--- config.mk ---
export PLATFORM = sky130hd
export DESIGN_NAME = float_mul_pipeline
export DESIGN_NICKNAME = d
export VERILOG_FILES = /design/src/common/float_pkg.sv /design/src/design/float_unpack_stage.sv /design/src/design/float_mant_mul_stage.sv /design/src/design/float_normalize_stage.sv /design/src/design/float_mul_pipeline.sv
export VERILOG_INCLUDE_DIRS = /design/src /design/src/common
export SDC_FILE = /design/constraint.sdc
export NUM_CORES = 2
export LEC_CHECK = 0
export BUFFER_PORTS_ARGS = -buffer_cell sky130_fd_sc_hd__buf_2
export CAP_MARGIN = 20
export CORE_UTILIZATION = 55
export DETAILED_ROUTE_END_ITERATION = 10
export GPL_ROUTABILITY_DRIVEN = 0
export PLACE_DENSITY = 0.73
export SLEW_MARGIN = 20
export SYNTH_ARGS = -nofsm -noshare
export SYNTH_HDL_FRONTEND = slang
export SYNTH_SLANG_ARGS = --single-unit
--- constraint.sdc ---
create_clock -name clk -period 10.9 [get_ports clk]
set_input_delay 1.09 -clock clk [delete_from_list [all_inputs] [get_ports clk]]
set_output_delay 1.09 -clock clk [all_outputs]
set_load 0.005 [all_outputs]
--- src/common/float_mul_settings.svh ---
`ifndef FLOAT_MUL_SETTINGS_SVH
`define FLOAT_MUL_SETTINGS_SVH

// binary32 field layout

// exponent field
`define FLOAT_EXP_WIDTH 8

// stored mantissa, hidden bit not counted
`define FLOAT_MANT_WIDTH 23

// sign + exponent + mantissa
`define FLOAT_WIDTH 32

// exponent bias
`define FLOAT_BIAS 127

`endif

--- src/common/float_pkg.sv ---
`include "float_mul_settings.svh"

package float_pkg;

    // ****************************************
    // word format
    // ****************************************

    typedef struct packed {
        logic                         sign;
        logic [`FLOAT_EXP_WIDTH-1:0]  exp;
        logic [`FLOAT_MANT_WIDTH-1:0] mant;
    } float_t;

    // ****************************************
    // operand / result class
    // ****************************************

    typedef enum logic [1:0] {
        FC_ZERO   = 2'd0, // zero exponent, subnormals included
        FC_NORMAL = 2'd1,
        FC_INF    = 2'd2  // all-ones exponent
    } float_class_e;

    // ****************************************
    // pipeline payload types
    // ****************************************

    // two extra bits over the exponent field so that both
    // overflow and a negative (underflowed) sum are visible
    typedef logic signed [`FLOAT_EXP_WIDTH+1:0] exp_sum_t;

    // significand with the hidden one
    typedef logic [`FLOAT_MANT_WIDTH:0] sig_t;

    // full product of two significands
    typedef logic [2*`FLOAT_MANT_WIDTH+1:0] prod_t;

endpackage

--- src/design/float_unpack_stage.sv ---
`timescale 1ns/10ps
`include "float_mul_settings.svh"

module float_unpack_stage (
    input  logic                    clk,
    input  logic                    rst_n,
    input  logic                    req,
    input  float_pkg::float_t       a,
    input  float_pkg::float_t       b,
    output logic                    s1_valid,
    output logic                    s1_sign,
    output float_pkg::float_class_e s1_class,
    output float_pkg::exp_sum_t     s1_exp,
    output float_pkg::sig_t         s1_sig_a,
    output float_pkg::sig_t         s1_sig_b
);
    import float_pkg::*;

    float_class_e class_a;
    float_class_e class_b;
    float_class_e class_ab;
    exp_sum_t     exp_sum;

    function automatic float_class_e classify(input float_t f);
        float_class_e c;
        if (f.exp == '0) begin
            c = FC_ZERO; // subnormals read as zero
        end else if (&f.exp) begin
            c = FC_INF; // NaN encodings read as infinity too
        end else begin
            c = FC_NORMAL;
        end
        return c;
    endfunction

    // ****************************************
    // classify and add exponents
    // ****************************************

    always_comb begin
        class_a = classify(a);
        class_b = classify(b);

        if (class_a == FC_ZERO || class_b == FC_ZERO) begin
            class_ab = FC_ZERO; // zero wins over infinity
        end else if (class_a == FC_INF || class_b == FC_INF) begin
            class_ab = FC_INF;
        end else begin
            class_ab = FC_NORMAL;
        end

        exp_sum = exp_sum_t'({2'b00, a.exp})
                + exp_sum_t'({2'b00, b.exp})
                - exp_sum_t'(`FLOAT_BIAS);
    end

    // ****************************************
    // stage register
    // ****************************************

    always_ff @(posedge clk) begin
        if (!rst_n) begin
            s1_valid <= 1'b0;
        end else begin
            s1_valid <= req;
        end
    end

    always_ff @(posedge clk) begin
        if (req) begin
            s1_sign  <= a.sign ^ b.sign;
            s1_class <= class_ab;
            s1_exp   <= exp_sum;
            s1_sig_a <= {1'b1, a.mant}; // hidden one restored
            s1_sig_b <= {1'b1, b.mant};
        end
    end

endmodule

--- src/design/float_mant_mul_stage.sv ---
`timescale 1ns/10ps
`include "float_mul_settings.svh"

module float_mant_mul_stage (
    input  logic                    clk,
    input  logic                    rst_n,
    input  logic                    s1_valid,
    input  logic                    s1_sign,
    input  float_pkg::float_class_e s1_class,
    input  float_pkg::exp_sum_t     s1_exp,
    input  float_pkg::sig_t         s1_sig_a,
    input  float_pkg::sig_t         s1_sig_b,
    output logic                    s2_valid,
    output logic                    s2_sign,
    output float_pkg::float_class_e s2_class,
    output float_pkg::exp_sum_t     s2_exp,
    output float_pkg::prod_t        s2_prod
);
    import float_pkg::*;

    prod_t prod;

    // ****************************************
    // significand multiply
    // ****************************************

    // both significands carry the hidden one, so the product
    // lies in [2^46, 2^48) and its top bit picks the shift later
    always_comb begin
        prod = prod_t'(s1_sig_a) * prod_t'(s1_sig_b);
    end

    // ****************************************
    // stage register
    // ****************************************

    always_ff @(posedge clk) begin
        if (!rst_n) begin
            s2_valid <= 1'b0;
        end else begin
            s2_valid <= s1_valid;
        end
    end

    always_ff @(posedge clk) begin
        if (s1_valid) begin
            s2_sign  <= s1_sign; // side info rides along
            s2_class <= s1_class;
            s2_exp   <= s1_exp;
            s2_prod  <= prod;
        end
    end

endmodule

--- src/design/float_normalize_stage.sv ---
`timescale 1ns/10ps
`include "float_mul_settings.svh"

module float_normalize_stage (
    input  logic                    clk,
    input  logic                    rst_n,
    input  logic                    s2_valid,
    input  logic                    s2_sign,
    input  float_pkg::float_class_e s2_class,
    input  float_pkg::exp_sum_t     s2_exp,
    input  float_pkg::prod_t        s2_prod,
    output logic                    ack,
    output float_pkg::float_t       out
);
    import float_pkg::*;

    logic                         top_bit;
    logic [`FLOAT_MANT_WIDTH-1:0] mant_norm;
    exp_sum_t                     exp_adj;
    float_class_e                 range_class;
    float_class_e                 res_class;
    float_t                       result;

    // ****************************************
    // normalize
    // ****************************************

    always_comb begin
        top_bit = s2_prod[2*`FLOAT_MANT_WIDTH+1];

        if (top_bit) begin
            // product in [2,4), drop one more bit and bump exponent
            mant_norm = s2_prod[2*`FLOAT_MANT_WIDTH -: `FLOAT_MANT_WIDTH];
            exp_adj   = s2_exp + exp_sum_t'(1);
        end else begin
            mant_norm = s2_prod[2*`FLOAT_MANT_WIDTH-1 -: `FLOAT_MANT_WIDTH];
            exp_adj   = s2_exp;
        end
    end

    // ****************************************
    // range check and packing
    // ****************************************

    always_comb begin
        if (exp_adj <= exp_sum_t'(0)) begin
            range_class = FC_ZERO; // underflow, flush
        end else if (exp_adj >= exp_sum_t'((1 << `FLOAT_EXP_WIDTH) - 1)) begin
            range_class = FC_INF; // 255 and up, saturate
        end else begin
            range_class = FC_NORMAL;
        end

        // special operands override whatever the arithmetic says
        if (s2_class == FC_NORMAL) begin
            res_class = range_class;
        end else begin
            res_class = s2_class;
        end

        result.sign = s2_sign;
        case (res_class)
            FC_ZERO: begin
                result.exp  = '0;
                result.mant = '0;
            end
            FC_INF: begin
                result.exp  = '1;
                result.mant = '0;
            end
            default: begin
                result.exp  = exp_adj[`FLOAT_EXP_WIDTH-1:0];
                result.mant = mant_norm; // truncated, no rounding
            end
        endcase
    end

    // ****************************************
    // output register
    // ****************************************

    always_ff @(posedge clk) begin
        if (!rst_n) begin
            ack <= 1'b0;
            out <= '0;
        end else begin
            ack <= s2_valid; // one pulse per operation
            if (s2_valid) begin
                out <= result; // held until the next ack
            end
        end
    end

endmodule

--- src/design/float_mul_pipeline.sv ---
`timescale 1ns/10ps
`include "float_mul_settings.svh"

module float_mul_pipeline (
    input  logic              clk,
    input  logic              rst_n,
    input  logic              req,
    input  float_pkg::float_t a,
    input  float_pkg::float_t b,
    output logic              ack,
    output float_pkg::float_t out
);
    import float_pkg::*;

    // stage 1 -> stage 2
    logic         s1_valid;
    logic         s1_sign;
    float_class_e s1_class;
    exp_sum_t     s1_exp;
    sig_t         s1_sig_a;
    sig_t         s1_sig_b;

    // stage 2 -> stage 3
    logic         s2_valid;
    logic         s2_sign;
    float_class_e s2_class;
    exp_sum_t     s2_exp;
    prod_t        s2_prod;

    float_unpack_stage unpack0 (
        .clk      (clk),
        .rst_n    (rst_n),
        .req      (req),
        .a        (a),
        .b        (b),
        .s1_valid (s1_valid),
        .s1_sign  (s1_sign),
        .s1_class (s1_class),
        .s1_exp   (s1_exp),
        .s1_sig_a (s1_sig_a),
        .s1_sig_b (s1_sig_b)
    );

    float_mant_mul_stage mul0 (
        .clk      (clk),
        .rst_n    (rst_n),
        .s1_valid (s1_valid),
        .s1_sign  (s1_sign),
        .s1_class (s1_class),
        .s1_exp   (s1_exp),
        .s1_sig_a (s1_sig_a),
        .s1_sig_b (s1_sig_b),
        .s2_valid (s2_valid),
        .s2_sign  (s2_sign),
        .s2_class (s2_class),
        .s2_exp   (s2_exp),
        .s2_prod  (s2_prod)
    );

    float_normalize_stage norm0 (
        .clk      (clk),
        .rst_n    (rst_n),
        .s2_valid (s2_valid),
        .s2_sign  (s2_sign),
        .s2_class (s2_class),
        .s2_exp   (s2_exp),
        .s2_prod  (s2_prod),
        .ack      (ack),
        .out      (out)
    );

endmodule

**Word-level counts from Yosys, hierarchy flattened**

Cells that the tools add are included.

- Register bits after elaboration: 155
- Input port bits: 67
- Logic and storage cells: 46

- Equal/unequal tests: 4
- Add/sub/neg operators: 3
- Multiply operators: 1
- $lt $le $gt $ge: 2
- Muxes and demuxes: 11
- Reductions and logical operators: 9
- Bitwise gates (word level): 1

Operators by type and width:

| cell | number |
|---|---|
| $pmux 31 s2 | 1 |
| $mul 24x24->48 | 1 |
| $mux 23 | 1 |
| $logic_not 8->1 | 2 |
| $mux 2 | 8 |
| $reduce_and 8->1 | 2 |
| $add 10x2->10 const B | 1 |
| $ge 10x9->1 const B | 1 |
| $le 10x1->1 const B | 1 |
| $mux 10 | 1 |
| $sub 10x8->10 const B | 1 |
| $add 8x8->9 | 1 |
| $eq 2x2->1 const B | 3 |
| $logic_not 2->1 | 3 |
| $eq 2x1->1 const B | 1 |
| $logic_or 1x1->1 | 2 |
| $xor 1x1->1 | 1 |

**Longest topological paths before layout**

- Depth in word-level cells: 8
- Gate-level depth with buffers: 26
- Gate-level depth less buffers: 25

**Cells and area by module**

From an unflattened synthesis, not the netlist that was laid out.

- Cells, all modules: 2613
- Area, all modules: 25339.3 µm²

Modules (own cells, without submodules):

| module | instances | seq. area each (µm²) | area each (µm²) | cells an instance |
|---|---|---|---|---|
| float_mant_mul_stage | 1 | 1851.8 | 20753.7 | 2212 |
| float_unpack_stage | 1 | 1791.7 | 2339.7 | 135 |
| float_normalize_stage | 1 | 660.6 | 2245.9 | 266 |

**Least setup slack after synthesis**

OpenSTA, ideal clock, no wires.

- Path type: register to register
- Start point: register unpack0.s1_sig_a[22]
- End point: register mul0.s2_prod[42], data pin
- Arrival: 6.455 ns
- Cell stages (with the launch flop): 26
- Setup slack: 4.185 ns
- Setup time: 0.261 ns
- Period minus slack after synthesis: 6.715 ns
- Cells stage by stage: edfxtp_1 > clkbuf_1 > clkbuf_1 > nand2_1 > fa_1 > inv_1 > fa_1 > inv_1 > fa_1 > fa_1 > inv_1 > fa_1 > fa_1 > inv_1 > fa_1 > inv_1 > ha_1 > a211o_1 > a21o_1 > o22ai_1 > o32ai_1 > nor2_1 > o21ai_2 > a21oi_2 > nor2b_1 > o311a_1

- Cells in the longest elaborated chain, start to end: 1

RTL lines:

| element | line | RTL |
|---|---|---|
| start: declaration | float_unpack_stage.sv:14 | `output float_pkg::sig_t s1_sig_a,` |
| start signal: assignment | float_unpack_stage.sv:74 | `s1_sig_a <= {1'b1, a.mant};` |
| $mul 24x24->48 | float_mant_mul_stage.sv:30 | `prod = prod_t'(s1_sig_a) * prod_t'(s1_sig_b);` |
| named net mul0.prod[42] | float_mant_mul_stage.sv:21 | `prod_t prod;` |
| end signal: assignment | float_mant_mul_stage.sv:50 | `s2_prod <= prod;` |
| end: declaration | float_mant_mul_stage.sv:17 | `output float_pkg::prod_t s2_prod` |

The timed path passes the listed nets, and every way through them passes these cells.
A chain may end at the register's enable or synchronous reset.

**Worst setup path in the final report**

- Start point: register unpack0.s1_sig_a[22]
- End point: register mul0.s2_prod[46], data pin

Same word-level chain as after synthesis.

==> impl_metrics.py <==
metrics = {
    "cts": {
        "cts_root_buf": "sky130_fd_sc_hd__clkbuf_16",
        "cts_setup_buffers": 0,
        "postCtsHoldBufs": 0,
        "post_cts.resized_instances": 0,
        "cts_made_buffers": 17,
        "clock_sinks": 132,
        "clock_latency_ps": 470,
        "clock_tree_buf_depth": 2,
        "worst_setup_hold_path_clk_slew_ps": 60,
        "cts_max_level": 4,
        "tritoncts_clock_tree": "built",
    },
    "grt": {
        "globalRouteOverflowTotal": 0,
        "vias_in_the_first_global_route": 18200,
        "number_of_antenna_violations_at_the_first_check_in_global_routing": 0,
        "grt_pass1_wl_um": 94200,
        "total_global_route_track_usage": 0.296,
        "pin_count_of_the_biggest_net_entering_global_routing": 61,
    },
    "floorplan": {
        "initial_core_utilization": 0.561,
        "core-area_mm2": 0.0410,
        "design.portCount": 100,
        "die-height_um": 207,
        "dieArea_mm2": 0.0427,
        "floorplan.die.width_um": 207,
        "rows": 74,
    },
    "timing": {
        "final_hold_viol_count": 0,
        "final_max_slew_viol_count": 0,
        "timing.setup.tns_ps": 0,
        "clock.fmax_mhz": 123,
        "final-setup-viol-count": 0,
        "unrepaired_setup_endpoints_after_global_routing": "false",
        "fin_skew_ps": 11.5,
        "period_minus_slack_ps": 8150,
        "worst_margin_slew_ps": 1180,
        "timing.final.crit_share": 0.748,
        "timing.slew.headroom": 0.213,
    },
    "critical_path": {
        "critical_path.slowest_cell": "sky130_fd_sc_hd__edfxtp_1",
        "max_stage_delay_ps": 950,
        "critPathMostFrequentCell": "sky130_fd_sc_hd__fa_1",
        "timing.rr.end": "mul0.s2_prod[46]$_DFFE_PP_",
        "worstRegToRegCells": 23,
        "crit_fanout": 20,
        "r2r_slack_ps": 2750,
        "critical_path_required_ps": 11110,
        "worst-path-buf-inv": 5,
        "setup.worst_path.end_class": "register",
        "timing.setup.critical_path_class": "reg2reg",
        "path_cells": "inv_1 -> nor2_1 -> fa_1 -> fa_1 -> inv_1 -> fa_1 -> fa_1 -> inv_1 -> fa_1 -> fa_1 -> inv_1 -> fa_1 -> inv_1 -> ha_1 -> a211o_1 -> a21o_1 -> o22ai_1 -> nor4_1 -> o21ai_1 -> a41oi_2 -> o21a_1 -> nor2_1 -> xnor2_1",
        "path_delay_family": "adder cells",
        "r2r_start": "unpack0.s1_sig_a[22]$_DFFE_PP_",
        "start_kind": "register",
        "critical_path_arrival_ps": 8370,
    },
    "synth": {
        "synth_ff_type": "sky130_fd_sc_hd__edfxtp_1",
        "yosys_warnings": 0,
        "yosys.area_share.simple": 0.141,
        "synth_cell_type_count": 54,
        "post_synth_edffs": 97,
        "synth_top_family_by_area": "adder cells",
        "synth_compound_gate_area_share": 0.0416,
        "synth-adder-area-share": 0.516,
        "synthesis.area_per_instance_um2": 9.69,
        "syn_inst": 2375,
        "yosys.area_share.xor_xnor": 0.0186,
        "synth_top_cell_area_share": 0.419,
        "post_synth_instance_area_mm2": 0.0230,
        "synth_fp_nets": 3103,
        "synth-async-reset-ratio": 0,
        "ys_seq_area_frac": 0.157,
        "largest_area_contributor_in_the_synthesized_netlist": "sky130_fd_sc_hd__fa_1",
        "yosys-mux-area-fraction": 0.0109,
        "yosys_register_bits": 132,
        "synth.area.top_cells": "sky130_fd_sc_hd__fa_1 (42%), sky130_fd_sc_hd__edfxtp_1 (13%), sky130_fd_sc_hd__ha_1 (9.7%), sky130_fd_sc_hd__inv_1 (9.7%), sky130_fd_sc_hd__and2_1 (6.6%)",
    },
    "finish": {
        "final_layout_size_suffix_gt1_frac": 0.0710,
        "antenna_cells": 0,
        "areaGrowthSynthToFinish_pct": 7.24,
        "final_net_count": 3151,
        "finalCoreUtilization": 0.602,
    },
    "detailed_routing": {
        "postRouteWirelength_um": 58400,
        "route.antenna.remaining_nets": 0,
        "drc_violation_count_after_routing": 1,
        "drt_pre_antenna_iters": 9,
        "wire_per_inst_um": 19.7,
        "num_vias": 16400,
        "vias_per_std_cell": 5.54,
        "drt_iter0_drc": 1195,
    },
    "hold_path": {
        "min_to": "mul0.s2_exp[1]$_DFFE_PP_",
        "hold-path-cell-count": 0,
        "worst_hold_path_type": "reg2reg",
        "hold_start": "unpack0.s1_exp[1]$_DFFE_PP_",
    },
    "place": {
        "dp_hpwl_um": 44400,
        "port_buffers": 99,
    },
    "run_status": {
        "outcome": "finished, violations left",
        "violations": "DRC",
    },
    "flow_run": {
        "max_cap_viol_count": 0,
    },
}
[Yosys cell counts, drive strengths merged, types with 2 or more instances]
master    n
o21bai    7
dfxtp    35
nor2b     5
o21a      4
a21boi    2
nor4      7
clkinv    2
nor2     60
buf       5
nand4    14
nand4b    2
xnor2    29
and4      2
o21ai    46
and3      6
mux2i    25
a21oi    28
nand3    12
o221a     5
a211o     4
a21o     16
a31oi    11
and2    243
fa      482
nor3     12
ha      179
o211ai    4
clkbuf   95
inv     594
edfxtp   97
xor2     20
nand2   303
a211oi    6
[layer usage]
layer	GRT usage	vias to the layer above	part of all wire
met4	0.169	0	0.056
met5	0	-	0
met1	0.362	8314	0.37
li1	-	7146	-
met2	0.491	746	0.49
met3	0.0564	232	0.083
[cells in the final DEF, fill, tap and decap left out, drive strengths merged, types with 5 or more instances in the layout]
cell type	netlist	final
inv	594	597
fa	482	482
nand2	303	303
and2	243	243
ha	179	179
buf	5	129
edfxtp	97	97
nor2	60	60
o21ai	46	46
dfxtp	35	35
xnor2	29	29
a21oi	28	28
mux2i	25	25
xor2	20	20
clkbuf	95	19
a21o	16	16
nand4	14	14
nor3	12	12
nand3	12	12
a31oi	11	11
o21bai	7	7
nor4	7	7
clkinv	2	7
and3	6	6
a211oi	6	6
o221a	5	5
nor2b	5	5
[worst max-delay path by stage]
stage                                   start                         end  slack, ps  depth (start not counted)
5_1_grt        unpack0.s1_sig_a[22]$_DFFE_PP_  mul0.s2_prod[46]$_DFFE_PP_       2410                         23
3_5_place_dp   unpack0.s1_sig_a[22]$_DFFE_PP_  mul0.s2_prod[42]$_DFFE_PP_       2920                         23
4_1_cts        unpack0.s1_sig_a[22]$_DFFE_PP_  mul0.s2_prod[42]$_DFFE_PP_       2890                         23
3_3_place_gp   unpack0.s1_sig_a[22]$_DFFE_PP_  mul0.s2_prod[46]$_DFFE_PP_       3030                         23
2_1_floorplan  unpack0.s1_sig_a[22]$_DFFE_PP_  mul0.s2_prod[42]$_DFFE_PP_       4180                         25
6_report       unpack0.s1_sig_a[22]$_DFFE_PP_  mul0.s2_prod[46]$_DFFE_PP_       2750                         23
[per-stage QoR]
stage          setup WS, ps  cells  instance area (um2)  hold slack [ps]
2_1_floorplan          4180   2375                23000              400
3_3_place_gp           3030   2930                24000              405
3_5_place_dp           2920   2930                24000              405
4_1_cts                2890   2962                24600              420
5_1_grt                2410   2968                24700              427
6_report               2750   2968                24700              419
[worst reg2reg max path, cell delays in order, from the launching register on]
cell	delay, ps
sky130_fd_sc_hd__edfxtp_1	950
sky130_fd_sc_hd__inv_1	470
sky130_fd_sc_hd__nor2_1	290
sky130_fd_sc_hd__fa_1	450
sky130_fd_sc_hd__fa_1	570
sky130_fd_sc_hd__inv_1	70
sky130_fd_sc_hd__fa_1	470
sky130_fd_sc_hd__fa_1	550
sky130_fd_sc_hd__inv_1	60
sky130_fd_sc_hd__fa_1	500
sky130_fd_sc_hd__fa_1	490
sky130_fd_sc_hd__inv_1	50
sky130_fd_sc_hd__fa_1	470
sky130_fd_sc_hd__inv_1	40
sky130_fd_sc_hd__ha_1	400
sky130_fd_sc_hd__a211o_1	160
sky130_fd_sc_hd__a21o_1	80
sky130_fd_sc_hd__o22ai_1	170
sky130_fd_sc_hd__nor4_1	780
sky130_fd_sc_hd__o21ai_1	270
sky130_fd_sc_hd__a41oi_2	290
sky130_fd_sc_hd__o21a_1	170
sky130_fd_sc_hd__nor2_1	50
sky130_fd_sc_hd__xnor2_1	110
[logic make-up (layout without fill, tap and decap cells)]
family          after synthesis  count (layout)
mux                          25              25
xor+xnor                     49              49
compound gates              145             145
fa+ha+maj                   661             661
buf+inv                     696             757
flops                       132             132
simple gates                667             667
[final cells by class]
cell class,instances,area (um2)
Clock buffer,19,433
Clock inverter,13,198
Fill cell,3446,16300
Inverter,596,2240
Multi-Input combinational cell,1547,16800
Sequential cell,132,3610
Tap cell,532,666
Timing Repair Buffer,129,762
[registers in the layout, indices dropped and copies added (netlist names)]
name,count
norm0.ack,1
mul0.s2_exp,10
unpack0.s1_exp,10
mul0.s2_prod,25
mul0.s2_valid,1
norm0.out,32
unpack0.s1_valid,1
unpack0.s1_sig_b,23
mul0.s2_sign,1
unpack0.s1_class,2
mul0.s2_class,2
unpack0.s1_sign,1
unpack0.s1_sig_a,23
Power is left out: the tool's default activity adds up to more than one toggle a clock period on the data nets, which glitch-free logic cannot reach.
